**src/include/image_filter_params.svh**
```systemverilog
/*
  widths, default frame geometry and register map of the pixel filter
  the frame size macros are defaults only, the counter takes parameters
*/
`ifndef IMAGE_FILTER_PARAMS_SVH
`define IMAGE_FILTER_PARAMS_SVH

// sample and coordinate widths
`define IMF_PIXEL_W      8
`define IMF_OUT_W        4
`define IMF_COORD_W      11

// default raster size
`define IMF_LINE_PIXELS  640
`define IMF_FRAME_LINES  480

`define IMF_STEP_RESET   6

// apb register addresses
`define IMF_ADDR_MODE    8'h00
`define IMF_ADDR_STEP    8'h04
`define IMF_ADDR_STATUS  8'h08

`endif

```
**src/source/image_filter_pkg.sv**
```systemverilog
/*
  shared types of the pixel filter
  colour structs keep blue in the upper byte, red in the lower byte
*/
`include "image_filter_params.svh"

package image_filter_pkg;

    typedef logic [`IMF_PIXEL_W-1:0] pixel_t;
    typedef logic [`IMF_OUT_W-1:0] chan_out_t;
    typedef logic [`IMF_COORD_W-1:0] coord_t;
    // holds +-8*255
    typedef logic signed [12:0] conv_sum_t;

    typedef enum logic [2:0] {
        MODE_ORIGINAL = 3'd0,
        MODE_GRAY     = 3'd1,
        MODE_BRIGHTEN = 3'd2,
        MODE_DARKEN   = 3'd3,
        MODE_INVERT   = 3'd4,
        MODE_BOX_BLUR = 3'd5,
        MODE_EDGE     = 3'd6,
        MODE_SHARPEN  = 3'd7
    } filter_mode_e;

    typedef enum logic [0:0] {
        RUN     = 1'b0,
        PENDING = 1'b1
    } frame_state_e;

    typedef struct packed {
        pixel_t blue;
        pixel_t green;
        pixel_t red;
    } rgb_pixel_t;

    typedef struct packed {
        chan_out_t blue;
        chan_out_t green;
        chan_out_t red;
    } rgb_out_t;

    typedef struct packed {
        pixel_t center;
        pixel_t up;
        pixel_t down;
        pixel_t left;
        pixel_t right;
        pixel_t left_up;
        pixel_t left_down;
        pixel_t right_up;
        pixel_t right_down;
    } gray_window_t;

    typedef struct packed {
        coord_t hc;
        coord_t vc;
    } position_t;

    typedef struct packed {
        rgb_pixel_t result;
        logic       hit;
    } op_result_t;

    typedef struct packed {
        logic        psel;
        logic        penable;
        logic        pwrite;
        logic [7:0]  paddr;
        logic [31:0] pwdata;
    } apb_req_t;

    typedef struct packed {
        logic [31:0] prdata;
    } apb_rsp_t;

endpackage

```
**src/source/apb_config_regs.sv**
```systemverilog
/*
  apb slave for mode, brightness step and status
  no wait states and no error response, every transfer ends in its access cycle
  a new mode stays pending until the frame fsm applies it
*/
`timescale 1ns/100ps
`include "image_filter_params.svh"

module apb_config_regs
    import image_filter_pkg::*;
(
    input  logic         clock,
    input  logic         reset,
    input  apb_req_t     apb_i,
    output apb_rsp_t     apb_o,
    input  logic         mode_applied_i,
    output filter_mode_e pending_mode_o,
    output logic         mode_pending_o,
    output pixel_t       step_o
);

    logic access;
    logic wr_en;

    assign access = apb_i.psel & apb_i.penable;
    assign wr_en  = access & apb_i.pwrite;

    always_ff @(posedge clock) begin
        if (reset) begin
            pending_mode_o <= MODE_ORIGINAL;
            step_o         <= pixel_t'(`IMF_STEP_RESET);
            mode_pending_o <= 1'b0;
        end else begin
            if (wr_en && apb_i.paddr == `IMF_ADDR_MODE) begin
                pending_mode_o <= filter_mode_e'(apb_i.pwdata[2:0]);
            end
            if (wr_en && apb_i.paddr == `IMF_ADDR_STEP) begin
                step_o <= apb_i.pwdata[`IMF_PIXEL_W-1:0];
            end
            // a write in the apply cycle keeps the flag set
            if (wr_en && apb_i.paddr == `IMF_ADDR_MODE) begin
                mode_pending_o <= 1'b1;
            end else if (mode_applied_i) begin
                mode_pending_o <= 1'b0;
            end
        end
    end

    // read data during the access cycle
    always_comb begin
        apb_o.prdata = '0;
        if (access && !apb_i.pwrite) begin
            case (apb_i.paddr)
                `IMF_ADDR_MODE:   apb_o.prdata = {29'd0, pending_mode_o};
                `IMF_ADDR_STEP:   apb_o.prdata = {24'd0, step_o};
                `IMF_ADDR_STATUS: apb_o.prdata = {31'd0, mode_pending_o};
                default:          apb_o.prdata = '0;
            endcase
        end
    end

endmodule

```
**src/source/frame_mode_fsm.sv**
```systemverilog
/*
  moves the pending mode into the active mode at the end of a frame
  so no frame mixes two filters
*/
`timescale 1ns/100ps

module frame_mode_fsm
    import image_filter_pkg::*;
(
    input  logic         clock,
    input  logic         reset,
    input  logic         mode_pending_i,
    input  filter_mode_e pending_mode_i,
    input  logic         frame_end_i,
    output filter_mode_e active_mode_o,
    output logic         mode_applied_o
);

    frame_state_e state;

    // same edge as the mode copy, so the flag is clear when back in RUN
    assign mode_applied_o = (state == PENDING) && frame_end_i;

    always_ff @(posedge clock) begin
        if (reset) begin
            state         <= RUN;
            active_mode_o <= MODE_ORIGINAL;
        end else begin
            case (state)
                RUN: begin
                    if (mode_pending_i) begin
                        state <= PENDING;
                    end
                end
                PENDING: begin
                    if (frame_end_i) begin
                        active_mode_o <= pending_mode_i;
                        state         <= RUN;
                    end
                end
                default: state <= RUN;
            endcase
        end
    end

endmodule

```
**src/source/image_filter_top.sv**
```systemverilog
/*
  streaming pixel filter, two cycles from input pixel to output pixel
  no back-pressure, the 3x3 window comes from line buffers outside
*/
`timescale 1ns/100ps
`include "image_filter_params.svh"

module image_filter_top
    import image_filter_pkg::*;
#(
    parameter int line_pixels = `IMF_LINE_PIXELS,
    parameter int frame_lines = `IMF_FRAME_LINES
) (
    input  logic         clock,
    input  logic         reset,
    input  apb_req_t     apb_i,
    output apb_rsp_t     apb_o,
    input  logic         pixel_valid_i,
    input  rgb_pixel_t   pixel_i,
    input  gray_window_t window_i,
    output rgb_out_t     rgb_o,
    output position_t    position_o,
    output logic         out_valid_o
);

    position_t    position;
    logic         frame_end;
    filter_mode_e pending_mode;
    filter_mode_e active_mode;
    logic         mode_pending;
    logic         mode_applied;
    pixel_t       step;
    op_result_t   point_result;
    op_result_t   conv_result;

    ////////////////////////////////
    // control
    ////////////////////////////////

    apb_config_regs i_apb_config_regs (
        .clock          (clock),
        .reset          (reset),
        .apb_i          (apb_i),
        .apb_o          (apb_o),
        .mode_applied_i (mode_applied),
        .pending_mode_o (pending_mode),
        .mode_pending_o (mode_pending),
        .step_o         (step)
    );

    frame_mode_fsm i_frame_mode_fsm (
        .clock          (clock),
        .reset          (reset),
        .mode_pending_i (mode_pending),
        .pending_mode_i (pending_mode),
        .frame_end_i    (frame_end),
        .active_mode_o  (active_mode),
        .mode_applied_o (mode_applied)
    );

    pixel_position_counter #(
        .line_pixels (line_pixels),
        .frame_lines (frame_lines)
    ) i_pixel_position_counter (
        .clock         (clock),
        .reset         (reset),
        .pixel_valid_i (pixel_valid_i),
        .position_o    (position),
        .frame_end_o   (frame_end)
    );

    ////////////////////////////////
    // datapath
    ////////////////////////////////

    point_op_unit i_point_op_unit (
        .clock    (clock),
        .reset    (reset),
        .mode_i   (active_mode),
        .step_i   (step),
        .pixel_i  (pixel_i),
        .result_o (point_result)
    );

    window_conv_unit i_window_conv_unit (
        .clock    (clock),
        .reset    (reset),
        .mode_i   (active_mode),
        .window_i (window_i),
        .result_o (conv_result)
    );

    output_stage i_output_stage (
        .clock       (clock),
        .reset       (reset),
        .point_i     (point_result),
        .conv_i      (conv_result),
        .valid_i     (pixel_valid_i),
        .position_i  (position),
        .rgb_o       (rgb_o),
        .position_o  (position_o),
        .out_valid_o (out_valid_o)
    );

endmodule

```
**src/source/output_stage.sv**
```systemverilog
/*
  second pipeline stage, picks the result that hit and keeps the upper nibbles
  valid and position are delayed two cycles to line up with the colour
*/
`timescale 1ns/100ps

module output_stage
    import image_filter_pkg::*;
(
    input  logic       clock,
    input  logic       reset,
    input  op_result_t point_i,
    input  op_result_t conv_i,
    input  logic       valid_i,
    input  position_t  position_i,
    output rgb_out_t   rgb_o,
    output position_t  position_o,
    output logic       out_valid_o
);

    rgb_pixel_t selected;
    logic       valid_d1;
    position_t  position_d1;

    // the two hit bits never overlap
    assign selected = (point_i.hit ? point_i.result : rgb_pixel_t'(0))
                    | (conv_i.hit ? conv_i.result : rgb_pixel_t'(0));

    always_ff @(posedge clock) begin
        if (reset) begin
            valid_d1    <= 1'b0;
            position_d1 <= '0;
            out_valid_o <= 1'b0;
            position_o  <= '0;
            rgb_o       <= '0;
        end else begin
            valid_d1    <= valid_i;
            position_d1 <= position_i;
            out_valid_o <= valid_d1;
            position_o  <= position_d1;
            // blanking gives black
            if (valid_d1) begin
                rgb_o.red   <= selected.red[`IMF_PIXEL_W-1 -: `IMF_OUT_W];
                rgb_o.green <= selected.green[`IMF_PIXEL_W-1 -: `IMF_OUT_W];
                rgb_o.blue  <= selected.blue[`IMF_PIXEL_W-1 -: `IMF_OUT_W];
            end else begin
                rgb_o <= '0;
            end
        end
    end

endmodule

```
**src/source/pixel_position_counter.sv**
```systemverilog
/*
  raster position of the pixel now at the input, from its own registers
  advances only on valid pixels, so blanking holds the position
*/
`timescale 1ns/100ps
`include "image_filter_params.svh"

module pixel_position_counter
    import image_filter_pkg::*;
#(
    parameter int line_pixels = `IMF_LINE_PIXELS,
    parameter int frame_lines = `IMF_FRAME_LINES
) (
    input  logic      clock,
    input  logic      reset,
    input  logic      pixel_valid_i,
    output position_t position_o,
    output logic      frame_end_o
);

    localparam coord_t last_col  = coord_t'(line_pixels - 1);
    localparam coord_t last_line = coord_t'(frame_lines - 1);

    coord_t hc;
    coord_t vc;

    assign position_o.hc = hc;
    assign position_o.vc = vc;
    assign frame_end_o   = pixel_valid_i && (hc == last_col) && (vc == last_line);

    always_ff @(posedge clock) begin
        if (reset) begin
            hc <= '0;
            vc <= '0;
        end else if (pixel_valid_i) begin
            if (hc == last_col) begin
                hc <= '0;
                // wrap to line 0 after the last line
                vc <= (vc == last_line) ? coord_t'(0) : vc + coord_t'(1);
            end else begin
                hc <= hc + coord_t'(1);
            end
        end
    end

endmodule

```
**src/source/point_op_unit.sv**
```systemverilog
/*
  per-pixel colour operations on the centre pixel, one register stage
  hit marks the point modes, other modes leave the result unused
*/
`timescale 1ns/100ps

module point_op_unit
    import image_filter_pkg::*;
(
    input  logic         clock,
    input  logic         reset,
    input  filter_mode_e mode_i,
    input  pixel_t       step_i,
    input  rgb_pixel_t   pixel_i,
    output op_result_t   result_o
);

    rgb_pixel_t result_nxt;
    pixel_t     gray;

    function automatic pixel_t sat_add(input pixel_t a, input pixel_t b);
        logic [`IMF_PIXEL_W:0] sum;
        sum = {1'b0, a} + {1'b0, b};
        return sum[`IMF_PIXEL_W] ? '1 : sum[`IMF_PIXEL_W-1:0];
    endfunction

    function automatic pixel_t sat_sub(input pixel_t a, input pixel_t b);
        return (a < b) ? '0 : a - b;
    endfunction

    // luma approximation, peaks at 234
    assign gray = (pixel_i.red >> 2) + (pixel_i.red >> 5)
                + (pixel_i.green >> 1) + (pixel_i.green >> 4)
                + (pixel_i.blue >> 4) + (pixel_i.blue >> 5);

    always_comb begin
        result_nxt = pixel_i;
        case (mode_i)
            MODE_GRAY: begin
                result_nxt = '{blue: gray, green: gray, red: gray};
            end
            MODE_BRIGHTEN: begin
                result_nxt.red   = sat_add(pixel_i.red, step_i);
                result_nxt.green = sat_add(pixel_i.green, step_i);
                result_nxt.blue  = sat_add(pixel_i.blue, step_i);
            end
            MODE_DARKEN: begin
                result_nxt.red   = sat_sub(pixel_i.red, step_i);
                result_nxt.green = sat_sub(pixel_i.green, step_i);
                result_nxt.blue  = sat_sub(pixel_i.blue, step_i);
            end
            MODE_INVERT: begin
                result_nxt.red   = 8'd255 - pixel_i.red;
                result_nxt.green = 8'd255 - pixel_i.green;
                result_nxt.blue  = 8'd255 - pixel_i.blue;
            end
            default: result_nxt = pixel_i;
        endcase
    end

    always_ff @(posedge clock) begin
        result_o.result <= result_nxt;
    end

    always_ff @(posedge clock) begin
        if (reset) begin
            result_o.hit <= 1'b0;
        end else begin
            result_o.hit <= (mode_i <= MODE_INVERT);
        end
    end

endmodule

```
**src/source/window_conv_unit.sv**
```systemverilog
/*
  3x3 grey-level convolutions, one register stage
  the grey result goes to all three channels
  edge and sharpen clamp to 0..255, box blur cannot leave that range
*/
`timescale 1ns/100ps

module window_conv_unit
    import image_filter_pkg::*;
(
    input  logic         clock,
    input  logic         reset,
    input  filter_mode_e mode_i,
    input  gray_window_t window_i,
    output op_result_t   result_o
);

    logic [11:0] box_sum;
    conv_sum_t   neigh_sum;
    conv_sum_t   cross_sum;
    conv_sum_t   edge_sum;
    conv_sum_t   sharp_sum;
    pixel_t      gray_nxt;

    function automatic pixel_t clamp_gray(input conv_sum_t s);
        if (s < 0) begin
            return '0;
        end else if (s > 13'sd255) begin
            return '1;
        end
        return s[`IMF_PIXEL_W-1:0];
    endfunction

    ////////////////////////////////
    // kernel sums
    ////////////////////////////////

    assign cross_sum = conv_sum_t'(window_i.up) + conv_sum_t'(window_i.down)
                     + conv_sum_t'(window_i.left) + conv_sum_t'(window_i.right);
    assign neigh_sum = cross_sum
                     + conv_sum_t'(window_i.left_up) + conv_sum_t'(window_i.left_down)
                     + conv_sum_t'(window_i.right_up) + conv_sum_t'(window_i.right_down);
    assign box_sum   = 12'(neigh_sum) + 12'(window_i.center);

    // 8c - neighbours and 5c - cross
    assign edge_sum  = (conv_sum_t'(window_i.center) <<< 3) - neigh_sum;
    assign sharp_sum = (conv_sum_t'(window_i.center) <<< 2)
                     + conv_sum_t'(window_i.center) - cross_sum;

    always_comb begin
        case (mode_i)
            MODE_BOX_BLUR: gray_nxt = pixel_t'(box_sum / 12'd9);
            MODE_EDGE:     gray_nxt = clamp_gray(edge_sum);
            MODE_SHARPEN:  gray_nxt = clamp_gray(sharp_sum);
            default:       gray_nxt = window_i.center;
        endcase
    end

    always_ff @(posedge clock) begin
        result_o.result <= '{blue: gray_nxt, green: gray_nxt, red: gray_nxt};
    end

    always_ff @(posedge clock) begin
        if (reset) begin
            result_o.hit <= 1'b0;
        end else begin
            result_o.hit <= (mode_i >= MODE_BOX_BLUR);
        end
    end

endmodule
```
**config.mk**
```make
export PLATFORM = sky130hd
export DESIGN_NAME = image_filter_top
export DESIGN_NICKNAME = d
export VERILOG_FILES = /design/src/source/image_filter_pkg.sv /design/src/source/apb_config_regs.sv /design/src/source/frame_mode_fsm.sv /design/src/source/image_filter_top.sv /design/src/source/output_stage.sv /design/src/source/pixel_position_counter.sv /design/src/source/point_op_unit.sv /design/src/source/window_conv_unit.sv
export VERILOG_INCLUDE_DIRS = /design/src /design/src/include
export SDC_FILE = /design/constraint.sdc
export NUM_CORES = 1
export LEC_CHECK = 0
export BUFFER_PORTS_ARGS = -buffer_cell sky130_fd_sc_hd__buf_2
export CAP_MARGIN = 15
export CORE_MARGIN = 2
export CORE_UTILIZATION = 40
export CTS_CLUSTER_SIZE = 16
export DETAILED_ROUTE_END_ITERATION = 6
export GPL_ROUTABILITY_DRIVEN = 0
export GPL_TIMING_DRIVEN = 0
export PLACE_DENSITY = 0.62
export SETUP_SLACK_MARGIN = 0.5
export SYNTH_ARGS = -nofsm -noshare
export SYNTH_HDL_FRONTEND = slang
export SYNTH_SLANG_ARGS = --single-unit
```
**constraint.sdc**
```tcl
create_clock -name clock -period 7.6 [get_ports clock]
set_input_delay 1.52 -clock clock [delete_from_list [all_inputs] [get_ports clock]]
set_output_delay 1.52 -clock clock [all_outputs]
set_load 0.005 [all_outputs]
```
# Yosys cells after proc, flatten, opt, wreduce, memory -nomap -nowiden

Cells that the tools add are included.

Add/sub/neg operators: 27
Div/mod/pow operators: 1
Order comparisons: 9
Equal/unequal tests: 11
Muxes and demuxes: 31
Bitwise gates (word level): 5
Reductions and logical operators: 12

Operators by type and width:

| operator                                                    | number |
|---|---|
| 2-to-1 mux 8 bit                                            | 12 |
| case mux 24 bit (4 select lines)                            | 1 |
| adder 13 x 9 -> 13 bit                                      | 6 |
| 2-to-1 mux 24 bit                                           | 2 |
| case mux 8 bit (3 select lines)                             | 2 |
| adder 8 x 8 -> 9 bit                                        | 4 |
| 2-to-1 mux 32 bit                                           | 1 |
| > comparator 13 x 9 -> 1 bit, second input constant         | 2 |
| less-than comparator 13 x 1 -> 1 bit, second input constant | 2 |
| subtractor 12 x 13 -> 13 bit                                | 2 |
| less-than comparator 8 bit                                  | 3 |
| bitwise OR 24 bit                                           | 1 |
| subtractor 8 bit                                            | 3 |
| subtractor 8 bit, first input constant                      | 3 |
| adder 11 x 1 -> 11 bit, second input constant               | 2 |
| 2-to-1 mux 11 bit                                           | 2 |
| adder 8 x 4 -> 8 bit                                        | 2 |
| adder 12 x 8 -> 12 bit                                      | 1 |
| divider 12 x 4 -> 12 bit, second input constant             | 1 |
| == test 3 bit, second input constant                        | 4 |
| adder 10 x 8 -> 11 bit                                      | 1 |
| == test 11 x 10 -> 1 bit, second input constant             | 1 |
| == test 11 x 9 -> 1 bit, second input constant              | 1 |
| 2-to-1 mux 1 bit                                            | 10 |
| 18 further kinds                                            | 27 |

Bits in registers: 130
Input port bits: 142
Logic and storage cells: 118

# Logic depth before layout (Yosys ltp)

Gate-level depths: netlist (run 1).

Depth in word-level cells: 14
Mapped depth: 31
Depth with buffers taken out: 30

# Cells and area by module

A second synthesis (run 1) with hierarchy kept.

Cell total of the unflattened synthesis: 1570
Area total of the unflattened synthesis: 13068.8 um2

By module, submodules not included:

| module                 | times used | cells each | area an instance (um2) | sequential area each (um2) |
|---|---|---|---|---|
| window_conv_unit       | 1          | 661        | 5170.0                 | 180.2 |
| point_op_unit          | 1          | 529        | 4120.2                 | 500.5 |
| output_stage           | 1          | 137        | 1652.8                 | 1161.1 |
| pixel_position_counter | 1          | 132        | 1103.6                 | 440.4 |
| apb_config_regs        | 1          | 93         | 847.1                  | 240.2 |
| frame_mode_fsm         | 1          | 18         | 175.2                  | 80.1 |

# Worst setup path after synthesis (run 1)

Ideal clock, no wire load.

Kind: input port to flip-flop
From: input window_i[48] (netlist name)
To: register i_window_conv_unit.result_o[21] (netlist name)
Arrival time: 7.605 ns
Data required time: 7.467 ns
Slack: -0.138 ns
Stages on the path: 27
Buffers on the path: 0
Cell sequence: ha_1 -> fa_1 -> inv_1 -> fa_1 -> inv_1 -> ha_1 -> fa_1 -> a21o_1 -> a21oi_1 -> xnor2_1 -> fa_1 -> inv_1 -> ha_1 -> o211ai_2 -> o21ai_0 -> xor2_1 -> ha_1 -> or2_2 -> a31oi_1 -> a21o_1 -> xor2_2 -> a21o_1 -> and3_1 -> o211a_1 -> o311ai_1 -> and4b_1 -> o211ai_2

Longest elaborated chain between the ends: 14
Elaborated cells on any way between the ends: 26
Those cells by class: 10 x add/sub; 1 x div; 4 x order compare; 11 x mux

Ends and longest elaborated chain:

| element                                                         | RTL line               | source |
|---|---|---|
| from (decl)                                                     | image_filter_top.sv:20 | `input gray_window_t window_i,` |
| adder 8 x 8 -> 9 bit *                                          | window_conv_unit.sv:38 | `assign cross_sum = conv_sum_t'(window_i.up) + conv_sum_t'(window_i.down)` |
| adder 13 x 9 -> 13 bit * (2 in a row)                           | window_conv_unit.sv:39 | `+ conv_sum_t'(window_i.left) + conv_sum_t'(window_i.right);` |
| branches (longest 10 deep; another with adder 13 x 9 -> 13 bit) | n/a                    |  |
| case mux 8 bit (3 select lines) *                               | window_conv_unit.sv:51 | `case (mode_i)` |
| net i_window_conv_unit.gray_nxt[4]                              | window_conv_unit.sv:23 | `pixel_t gray_nxt;` |
| to (decl)                                                       | window_conv_unit.sv:15 | `output op_result_t result_o` |

Mark *: on every way through the listed nets, which the timed path passes. The select of a mux whose other input is x is not followed.
A chain may end at the register's enable or synchronous reset.

# Final worst setup path (run 1)

From: input window_i[49] (netlist name)
To: register i_window_conv_unit.result_o[22] (netlist name)

Same word-level chain as after synthesis.

==> flow_results.org, run 1 <==
** Route
- After detailed routing, the average wire length per cell comes to 14.3 µm.
- The routed design has between 20,000 and 30,000 µm of wire.
- For this run, design rule violations remaining after detail routing come to 0.
- Detailed-route via count :: approximately 9,000
- Number of optimization iterations in the first detailed-route pass :: 5
- Count of nets left with antenna violations after detail routing :: 0
- Violation count after the first detailed-routing iteration :: ~350
- After detailed routing, the number of vias per cell comes to between 5 and 6.

** Final layout
- The repair_antennas step left the layout with diodes totalling 0.
- Final design area excluding fillers :: between 10,000 and 15,000 µm²
- Final standard cell count with taps included and fillers excluded :: 1,760
- Relative to the synthesized area, the layout overhead comes to 30.5%.
- Layout cells sized above 1 :: 27.5%
- Net count, final :: 1,729

** Yosys
- Share of the synthesized netlist area taken by xor and xnor gates :: 7.77%
- In this run the cell area of the synthesized design comes to 10,100 µm².
- Portion of the post-synthesis area used by sequential elements :: 22.6%
- In this run the mean area of a mapped cell was 8.61 µm².
- After synthesis, the share of cell area in mux cells is 2.23%.
- Post-synth ARST share :: 0%
- Primary FF master, synth :: dfxtp_1
- Yosys warning count :: 0
- Share of synthesized cell area in full adder, half adder and majority cells :: 24.6%
- In the synthesized netlist, the number of instances is approximately 1,200.
- FF+latch count, synth :: 114
- Combinational family with the most area after synthesis :: adder cells
- The synthesized netlist devotes 18.2% of its cell area to compound gates.
- Basic-gate share of the synthesized area counting and, or, nand and nor cells :: between 10% and 20%
- The synthesized design contains 0 enable-type register cells.
- In this run, distinct cell masters in the synthesized netlist total 74.

** CTS
- Clock sink count :: 114
- Clock insertion delay at the later pin of the skew report :: approximately 0.41 ns
- After clock tree synthesis, the clock-pin slew on the worst setup and hold paths is 0.06 ns.
- In this run the deepest clock path goes through 2 buffers.
- CTS buffer count :: 17
- TritonCTS built the clock tree.
- CTS placed an instance of clkbuf_16 at the clock tree root.
- In this run the number of H-tree levels came out at 4.
- Number of buffers inserted for hold repair after clock tree synthesis :: 0

** Floorplanning
- The floorplan step defined a core boundary enclosing 25,000 µm².
- The die is 163 µm wide.
- Core Rows :: 58
- The die covers ~26,000 µm².
- Once the floorplan was initialized, standard cells occupied 40.4% of the core.
- Die Ht :: 163 µm
- roughly 210 I/O pins were placed.

** Setup path
- Among the stages of the critical path, the cell type that occurs most often is ha_4.
- For the worst setup path, the data arrival time is 7.55 ns.
- The critical path crosses 30 cells after its start point.
- Critical path data required time :: 7.87 ns
- The slowest stage of the critical path belongs to the cell fa_1.
- The number of buffers and inverters on the critical path is 5.
- Worst reg2reg path depth :: 11
- In this design, the stage delay of the slowest critical-path cell is 0.54 ns.
- Reg-to-reg critical path startpoint :: i_apb_config_regs.step_o[1]
- STA classifies the critical path endpoint as a flop.
- First element of the critical path :: window_i[49]
- Worst Setup Start Kind :: input pin
- The setup path with the least slack is of type input pin to flop.
- Cell family contributing the most delay on the critical path :: adder cells
- Largest fanout on the critical path :: 6

** Worst hold path
- In this run the worst hold path is classified as flop to flop.
- Depth of the worst hold-timing path :: 1
- Worst hold start :: i_output_stage.position_d1[10]

** Timing
- Worst-Margin Slew :: 0.717 ns
- Worst path setup slack after routing :: roughly 0.33 ns
- Worst-case headroom to the max-slew limit :: 51.7%
- Period utilization :: 95.7%
- Based on the critical path, the design can be clocked at up to 138 MHz.
- Setup repair after global routing could not meet its margin everywhere.
- Endpoints failing hold :: 0
- The clock arrives with 0.0120 ns of skew.
- Counting I/O delays and the setup requirement, the final critical path takes 7.27 ns.
- The max-slew violation total from the final report came to 0.
- Worst hold margin :: 0.430 ns
- Setup violations remaining at the end of the flow were counted as 0.

** Outcome
- Status :: completed

** Job
- Across the run, the number of max-cap violations was 0.

** GRT
- Pin count of the biggest net entering global routing :: 17
- Wire length of the first global-routing pass :: 41,100 µm
- Residual overflow from global routing :: 0
- Total routing usage reported by global routing :: 19.1%
- Vias in the first global route :: 8,660
- The initial antenna violation count was 0.

** Place
- Buffers placed on the I/O ports in this run total 159.
- Minimum setup slack after placement :: -0.726 ns
- Placed wire-length estimate after detailed placement :: 20,000 µm
- Once placement finished, the instance area stood at 11,600 µm².
- The number of placed instances, taps included, is 1,683.
==> what timing repair did <==
action | in CTS | in global routing
pin swaps | 44 | 42
setup buffers | 34 | 11
setup endpoints to repair | 4 | 4
resized for setup | 43 | 44
==> path summary, 6_finish.rpt <==
check | endpoint | slack [ns]
setup / recovery | i_window_conv_unit.result_o[22] | 0.33
hold / removal | i_output_stage.position_o[10] | 0.43
setup reg to reg | i_point_op_unit.result_o[6] | 4.77
hold reg to reg | i_output_stage.position_o[10] | 0.43
==> synth_stat cells (all sizes together), types with 3 or more instances <==
cell    number  area [µm²]
nand3       20         105
nor2b       50         313
a211o        4        35.0
o21a        14         113
o22ai        7        43.8
nor4         7        43.8
nor4b        5        43.8
mux2         4        45.0
mux2i       18         180
inv        133         504
fa          47         941
or3         11        68.8
or2          5        31.3
o211a        5        50.1
o211ai      12         128
o21bai      22         165
nor3        36         191
o21ai       41         205
xnor2       53         479
nor2        87         327
nor3b        7        52.6
a21oi       91         455
nand3b       6        45.0
nand2       54         203
dfxtp      114        2280
o21ba        4        40.0
clkbuf      22        82.6
o32a        12         120
and2         6        37.5
xor2        33         304
and3         9        56.3
buf         26         193
nand2b       9        56.3
ha         123        1540
nand4        9        56.3
a211oi      11        92.6
o32ai        3        33.8
a21o        22         165
==> routing by layer <==
layer | vias up | track usage [%] | wire, µm
li1 | 4478 | - | -
met1 | 4150 | 24.2 | 11300
met2 | 167 | 34.1 | 12500
met3 | 32 | 2.52 | 888
met4 | 0 | 5.51 | 506
met5 | - | 0 | 0
==> cell families after synthesis <==
kind of cell	count (synthesis)
AOI/OAI and AO/OA	270
muxes	22
buffers and inverters	181
other	1
DFF	114
adders and majority gates	170
and+or+nand+nor	327
xor gates and xnor gates	86
==> cell usage in the layout (no fill, tap or decap), types with 17 or more instances in the layout <==
cell / synthesis / final
a21o_1: 22 / 21
conb_1: 1 / 24
buf_2: 1 / 157
mux2i_1: 18 / 18
fa_1: 47 / 44
clkbuf_16: 0 / 17
nor3_1: 35 / 31
a21oi_1: 91 / 77
o21bai_1: 22 / 20
xor2_1: 31 / 24
ha_1: 123 / 105
inv_1: 132 / 124
buf_4: 25 / 64
nor2_1: 87 / 81
nand2_1: 54 / 53
nand3_1: 19 / 18
clkbuf_1: 22 / 22
o21ai_0: 37 / 31
xnor2_1: 51 / 43
dfxtp_1: 114 / 114
nor2b_1: 50 / 50
==> sequential cells by signal (all words and copies together) (netlist names) <==
register / cells
i_output_stage.position_d1: 22
i_output_stage.position_o: 22
i_point_op_unit.result_o: 13
i_output_stage.rgb_o: 12
i_pixel_position_counter.hc: 11
i_pixel_position_counter.vc: 11
i_apb_config_regs.step_o: 8
i_window_conv_unit.result_o: 5
i_apb_config_regs.pending_mode_o: 3
i_frame_mode_fsm.active_mode_o: 3
i_apb_config_regs.mode_pending_o: 1
i_frame_mode_fsm.state: 1
i_output_stage.out_valid_o: 1
i_output_stage.valid_d1: 1
==> per-stage QoR <==
stage / TNS [ns] / util, %
floorplan: 0 / -
global placement: -1.72 / 46.6
detailed placement: -2.15 / 46.6
CTS: 0 / 51.3
global route: 0 / 52.7
finish: 0 / 52.7
==> cell type report <==
type                    instances  area, µm²
inverters                     133        504
repair buffers                204       1200
well taps                     330        413
multi-input cells             899       7830
fillers                      2315      11800
flip-flops and latches        114       2280
clock buffers                  18        439
clock inverters                14        191
plain buffers                  48        282
Power of run 1 is left out: the tool's default activity adds up to more than one toggle a clock period on the data nets, which glitch-free logic cannot reach.
==> run 2, diff against run 1 <==
- CAP_MARGIN: 15 -> default
- PLACE_DENSITY: 0.62 -> 0.6
- SYNTH_HIERARCHICAL: default -> 1
==> run 2 against run 1 <==
Net effect:
- the flow now finishes with violations (negative setup slack)
- clock-buffer cell count is the same
- setup slack lost 0.47 ns
- hold slack worse by 0.0023 ns
- utilization is 1.3 points lower
- critical endpoint is now i_window_conv_unit/result_o[5]
- highest routed layer is now met5
==> flow_results.org, run 2 <==
** Setup path
- Data on the critical path is required at its endpoint by 7.92 ns.
- Largest fanout on the critical path :: 10
- Reg2Reg Setup Slack :: 4.73 ns
- The worst setup path is launched from an input pin.
- The largest individual stage delay along the critical path comes from the cell fa_1.
- Critical Path End Type :: flop
- CP max stage delay :: 0.59 ns
- The setup path with the least slack is of type input pin to flop.
- Data arrival time of the critical path :: between 8 and 9 ns
- Cell seen most often among critical-path stages :: fa_1

** Place
- In this run the tool buffered the top-level ports with 160 buffer cells.
- Once placement finished, the instance area stood at 12,800 µm².
- Including well taps, the total number of placed cells is 1,891.
- Minimum setup slack after placement :: -1.59 ns
- Placed wire-length estimate after detailed placement :: 23,000 µm

** Route
- Number of optimization iterations in the first detailed-route pass :: 5
- Detailed-route via count :: 10,100
- After detailed routing, the number of remaining DRC violations is 0.
- Count of nets left with antenna violations after detail routing :: 0
- In the final routed layout, each cell accounts on average for 14.8 µm.
- Average via count per standard cell :: 5.13
- Drt total wl :: 29,000 µm
- Violation count after the first detailed-routing iteration :: 618

** Final layout
- Summing all non-filler instances in the final layout gives an area of 14,300 µm².
- Total area of sequential cells :: 2280 µm²
- Total area of multi-input combinational cells :: 8680 µm²
- Highest-count cells in the layout ignoring fill and taps :: buf_2, inv_1, dfxtp_1, ha_1, nor2_1
- Final standard cell count with taps included and fillers excluded :: 1,960
- Leaving out fill and tap cells, the most frequent cell in the layout is buf_2.
- The largest registers in the layout are i_output_stage/position_d1: 22 flops, i_output_stage/position_o: 22 flops, i_point_op_unit/result_o: 13 flops.
- Net count, final :: 1,898
- In the final layout, the share of cells above drive strength 1 is 25.6%.
- Area growth, synth to finish :: 26.1%
- After filler insertion, the fill cell instance count of the layout stands at roughly 2,600.

** CTS
- Clock tree from TritonCTS :: built
- Clock slew at reported path FFs :: 0.05 ns
- Hold repair after CTS inserted 0 buffers.
- Clock insertion delay at the later pin of the skew report :: 0.40 ns
- The clock passes through at most 2 buffers.
- Clock sink count :: 114
- Count of H-tree levels built during CTS :: 4
- Buffers inserted during clock tree synthesis total 17.
- Root cell of the clock tree :: clkbuf_16

** Yosys
- Yosys warning count :: 6
- Mapped Area :: roughly 11,000 µm²
- Mapped Avg Cell Area :: 8.53 µm²
- Synthesized instance count :: 1,330

** Timing
- Count of final max-slew check failures :: 0
- Final setup violation count :: 1
- After layout, the worst setup slack is -0.146 ns.
- For the final database, setup skew stands at 0.00888 ns.
- For the pin with the worst max-slew slack, the measured transition is 0.673 ns.
- Timing would allow up to 129 MHz.
- Period utilization :: 102%
- Fin crit period :: 7.75 ns
- Worst-case headroom to the max-slew limit :: between 50 and 60%
- The number of hold violations in the final report is 0.
- RSZ-0062 raised after global routing :: yes

** Floorplanning
- For this configuration, the core starts out at a cell density of 40.7%.
- The floorplan step set the die height to roughly 170 µm.
- Horizontal die dimension :: 172 µm
- The floorplan step defined a die boundary enclosing 29,700 µm².
- Total I/O pin count :: 209
- Placeable Area :: around 28,000 µm²
- Core Rows :: 61

** GRT
- Summed over all layers, the global routing overflow is 0.
- Total routing usage reported by global routing :: 19.3%
- The initial antenna violation count was 2.
- The number of global-route vias before repair was 9,696.
- Wire length of the first global-routing pass :: 46,700 µm
- Entering global routing, the biggest net connects 17 pins.

** Outcome
- The run finished, with violations left.
- The checks that failed: negative setup slack.

** Job
- Max-cap violations :: 0

** Worst hold path
- The worst hold path belongs to the class flop to flop.
==> run 2: what timing repair did <==
action | 4_1_cts | 5_1_grt
gates resized for setup | 63 | 54
pin swaps | 46 | 26
setup buffers | 27 | 10
setup endpoints to repair | 4 | 4
==> run 2: path summary, 6_finish.rpt <==
check                                      start                              to  depth (start not counted)
setup / recovery                    window_i[41]  i_window_conv_unit/result_o[5]                         30
hold / removal    i_output_stage/position_d1[10]   i_output_stage/position_o[10]                          1
setup reg to reg     i_apb_config_regs/step_o[1]    i_point_op_unit/result_o[24]                          9
hold reg to reg   i_output_stage/position_d1[10]   i_output_stage/position_o[10]                          1
==> run 2: area by class of cell <==
cell class | instances | share of cell area, %
Clock buffer | 18 | 3.00
Timing Repair Buffer | 197 | 7.65
Multi-Input combinational cell | 997 | 60.7
Clock inverter | 13 | 1.30
Sequential cell | 114 | 15.9
Buffer | 82 | 3.80
Tap cell | 378 | 3.31
Inverter | 160 | 4.30
Antenna cell | 1 | 0.0175
==> run 2: worst max-delay path: cells and delay by family <==
family	cells	cell delay, ns
simple gates	6	1.42
buf+inv	4	0.35
fa+ha+maj	6	2.34
xor+xnor	1	0.13
compound gates	13	2.30
==> run 2: layer usage <==
metal / vias to the layer above / track usage, % / part of all wire, %
met2: 318 / 33.5 / 47
met4: 2 / 4.64 / 1.7
li1: 5025 / - / -
met1: 4661 / 25.5 / 46
met5: - / 0 / 0.038
met3: 45 / 2.49 / 5.9
==> run 2: metrics by stage <==
stage,hold slack [ns],TNS [ns],util [%]
3_5_place_dp,0.420,-4.22,46.0
4_1_cts,0.431,-0.166,50.1
3_3_place_gp,0.420,-3.95,46.0
5_1_grt,0.451,-0.411,51.4
6_report,0.427,-0.146,51.4
2_1_floorplan,0.411,-0.306,-
Power of run 2 is left out for the same reason.
==> run 3, diff against run 2 <==
- CAP_MARGIN: default -> 40
- CORE_UTILIZATION: 40 -> 50
- PLACE_DENSITY: 0.6 -> 0.73
==> run 3 against run 2 <==
Net effect:
- the flow finishes with violations (design-rule violations, negative setup slack)
- fmax down 0.84%
- sequential cell count did not move
- wire length about the same
- non-clock buffer count increased by 6
- utilization rose by 12 points
- largest cell class unchanged
==> flow_results.org, run 3 (same netlist as run 2, synthesis figures left out) <==
** Place
- Number of port buffers :: between 150 and 200
- Detailed placement ended at an HPWL of 22,300 µm.
- After detailed placement, the total cell area comes to 12,700 µm².
- Minimum setup slack after placement :: -1.44 ns

** Final layout
- The post-route netlist has 25.4% of its cells at a drive strength greater than 1.
- Relative to the synthesized area, the layout overhead comes to 24.4%.
- After the last flow step, the layout net total stands at between 1,500 and 2,000.
- Final design area excluding fillers :: 14,100 µm²
- The multi-input combinational cells in the finished layout cover a total of 8580 µm².
- In the final layout, flip-flops and latches occupy roughly 2300 µm².
- Leaving out fill and tap cells, the most frequent cell in the layout is buf_2.
- Registers with the most flip-flops :: i_output_stage/position_d1: 22 flops, i_output_stage/position_o: 22 flops, i_point_op_unit/result_o: 13 flops
- Fill cell instance count of the final layout :: 1,889
- Antenna Diode Count :: 0
- Highest-count cells in the layout ignoring fill and taps :: buf_2, inv_1, dfxtp_1, ha_1, nor2_1

** Setup path
- Worst path slowest cell :: or4_4
- Worst Setup Start Kind :: input pin
- The critical path is of the input pin to flop type.
- Data arrival time of the critical path :: 8.13 ns
- Critical path data required time :: 7.92 ns
- In this design, the critical path's most frequently occurring cell is fa_1.
- Of all nets on the critical path, the largest fanout is 6.
- The largest single stage delay on the critical path is 0.56 ns.
- The worst setup path is captured at a flop.

** Job
- Max-cap violations :: 0

** Route
- Average via count per standard cell :: 5.47
- Residual DRC count :: 2
- Post-detailed-route wirelength per cell :: 15.5 µm
- The first TritonRoute pass finished after 7 iterations.
- For this block, the routed nets add up to around 29,000 µm of wire.
- For this block, the via count after detailed routing is a little over 10,000.
- The count of nets left with antenna violations once routing finished came out at 0.
- Violation count after the first detailed-routing iteration :: 611

** CTS
- Clock tree synthesis found a total of approximately 110 sinks.
- TritonCTS built the clock tree.
- Number of buffers on the longest clock path :: 2
- CTS buffer count :: 17
- Clock-pin slew was measured on the worst setup and hold paths at 0.06 ns.
- In this run, post-CTS hold repair placed 0 buffers.
- Count of H-tree levels built during CTS :: 4
- For the worst-skew pair, the clock arrives at the later sink with an insertion delay of about 0.40 ns.
- Root cell of the clock tree :: clkbuf_16

** GRT
- Total routing usage reported by global routing :: 23.7%
- The total overflow left after global routing is 0.
- Wire length of the first global-routing pass :: 47,000 µm
- The number of global-route vias before repair was 10,000.
- Entering global routing, the biggest net connects 17 pins.
- Initial antenna violation count :: 0

** Timing
- Clock tree skew after final layout :: 0.00743 ns
- Final setup violation count :: 1
- Setup repair after global routing could not meet its margin everywhere.
- The max-slew violation total from the final report came to 0.
- Across all setup checks in the final design, the least slack found is -0.211 ns.
- Worst hold margin :: 0.433 ns
- Measured against its own limit, the worst slew margin works out to 57.5%.
- Period utilization :: 103%
- The number of hold violations in the final report is 0.
- For the pin with the worst max-slew slack, the measured transition is ~0.63 ns.
- Fin crit period :: 7.81 ns
- Top achievable clock speed :: about 130 MHz

** Floorplanning
- The region available for standard cell placement spans approximately 22,000 µm².
- Total I/O pin count :: 209
- Measured along the y axis, the die boundary spans 155 µm.
- Core Rows :: 55
- DIE AREA :: between 20,000 and 25,000 µm²
- Horizontal die dimension :: about 150 µm
- Effective utilization at floorplan :: 50.6%

** Outcome
- Status :: finished with violations
- Failing checks :: design-rule violations, negative setup slack

** Worst hold path
- Worst min-delay path class :: flop to flop
-- run 3: changes by cell type in the layout (fill, tap and decap cells not counted), moves of 3 or more --
cell	delta
a21oi_2	+3
buf_6	+5
ha_1	+4
ha_4	-4
-- run 3: layout make-up --
| cell class | instances | area share, % |
|---|---|---|
| multi-input cells | 997 | 60.8 |
| flip-flops and latches | 114 | 16.2 |
| repair buffers | 203 | 8.25 |
| inverters | 160 | 4.32 |
| plain buffers | 82 | 3.83 |
| clock buffers | 18 | 3.04 |
| well taps | 285 | 2.53 |
| clock inverters | 14 | 1.10 |
-- run 3: what timing repair did --
action,4_1_cts,5_1_grt
cloned,0,0
pin swaps,54,29
buffers inserted,29,14
setup endpoints to repair,4,4
gates resized for setup,72,34
-- run 3: routing by layer --
| layer | vias up | wire length [µm] | track usage (%) |
|---|---|---|---|
| met3 | 69 | 1570 | 3.22 |
| met4 | 0 | 782 | 7.54 |
| met2 | 373 | 14100 | 42.2 |
| li1 | 5042 | - | - |
| met5 | - | 0 | 0 |
| met1 | 4768 | 12500 | 29.7 |
-- run 3: through the flow --
stage | std cells | TNS (ns) | utilization, %
global route | 1873 | -0.725 | 62.9
detailed placement | 1798 | -3.68 | 56.6
global placement | 1798 | -3.72 | 56.6
finish | 1873 | -0.211 | 62.9
CTS | 1859 | -0.0256 | 61.8
floorplan | 1353 | -0.306 | -
-- run 3: final timing paths --
check | startpoint | cells past startpoint | slack, ns | to
max | window_i[41] | 31 | -0.21 | i_window_conv_unit/result_o[5]
min | i_output_stage/position_d1[18] | 1 | 0.43 | i_output_stage/position_o[18]
min reg2reg | i_output_stage/position_d1[18] | 1 | 0.43 | i_output_stage/position_o[18]
max reg2reg | i_apb_config_regs/step_o[1] | 9 | 4.72 | i_point_op_unit/result_o[24]
-- run 3: critical path: cells and delay by family --
kind	cells	cell delay, ns
XOR/XNOR	2	0.30
adder cells (fa/ha/maj)	7	2.71
AO/OA/AOI/OAI	11	1.93
buffers and inverters	6	0.52
AND/OR/NAND/NOR	5	1.15
Power of run 3 is left out for the same reason.
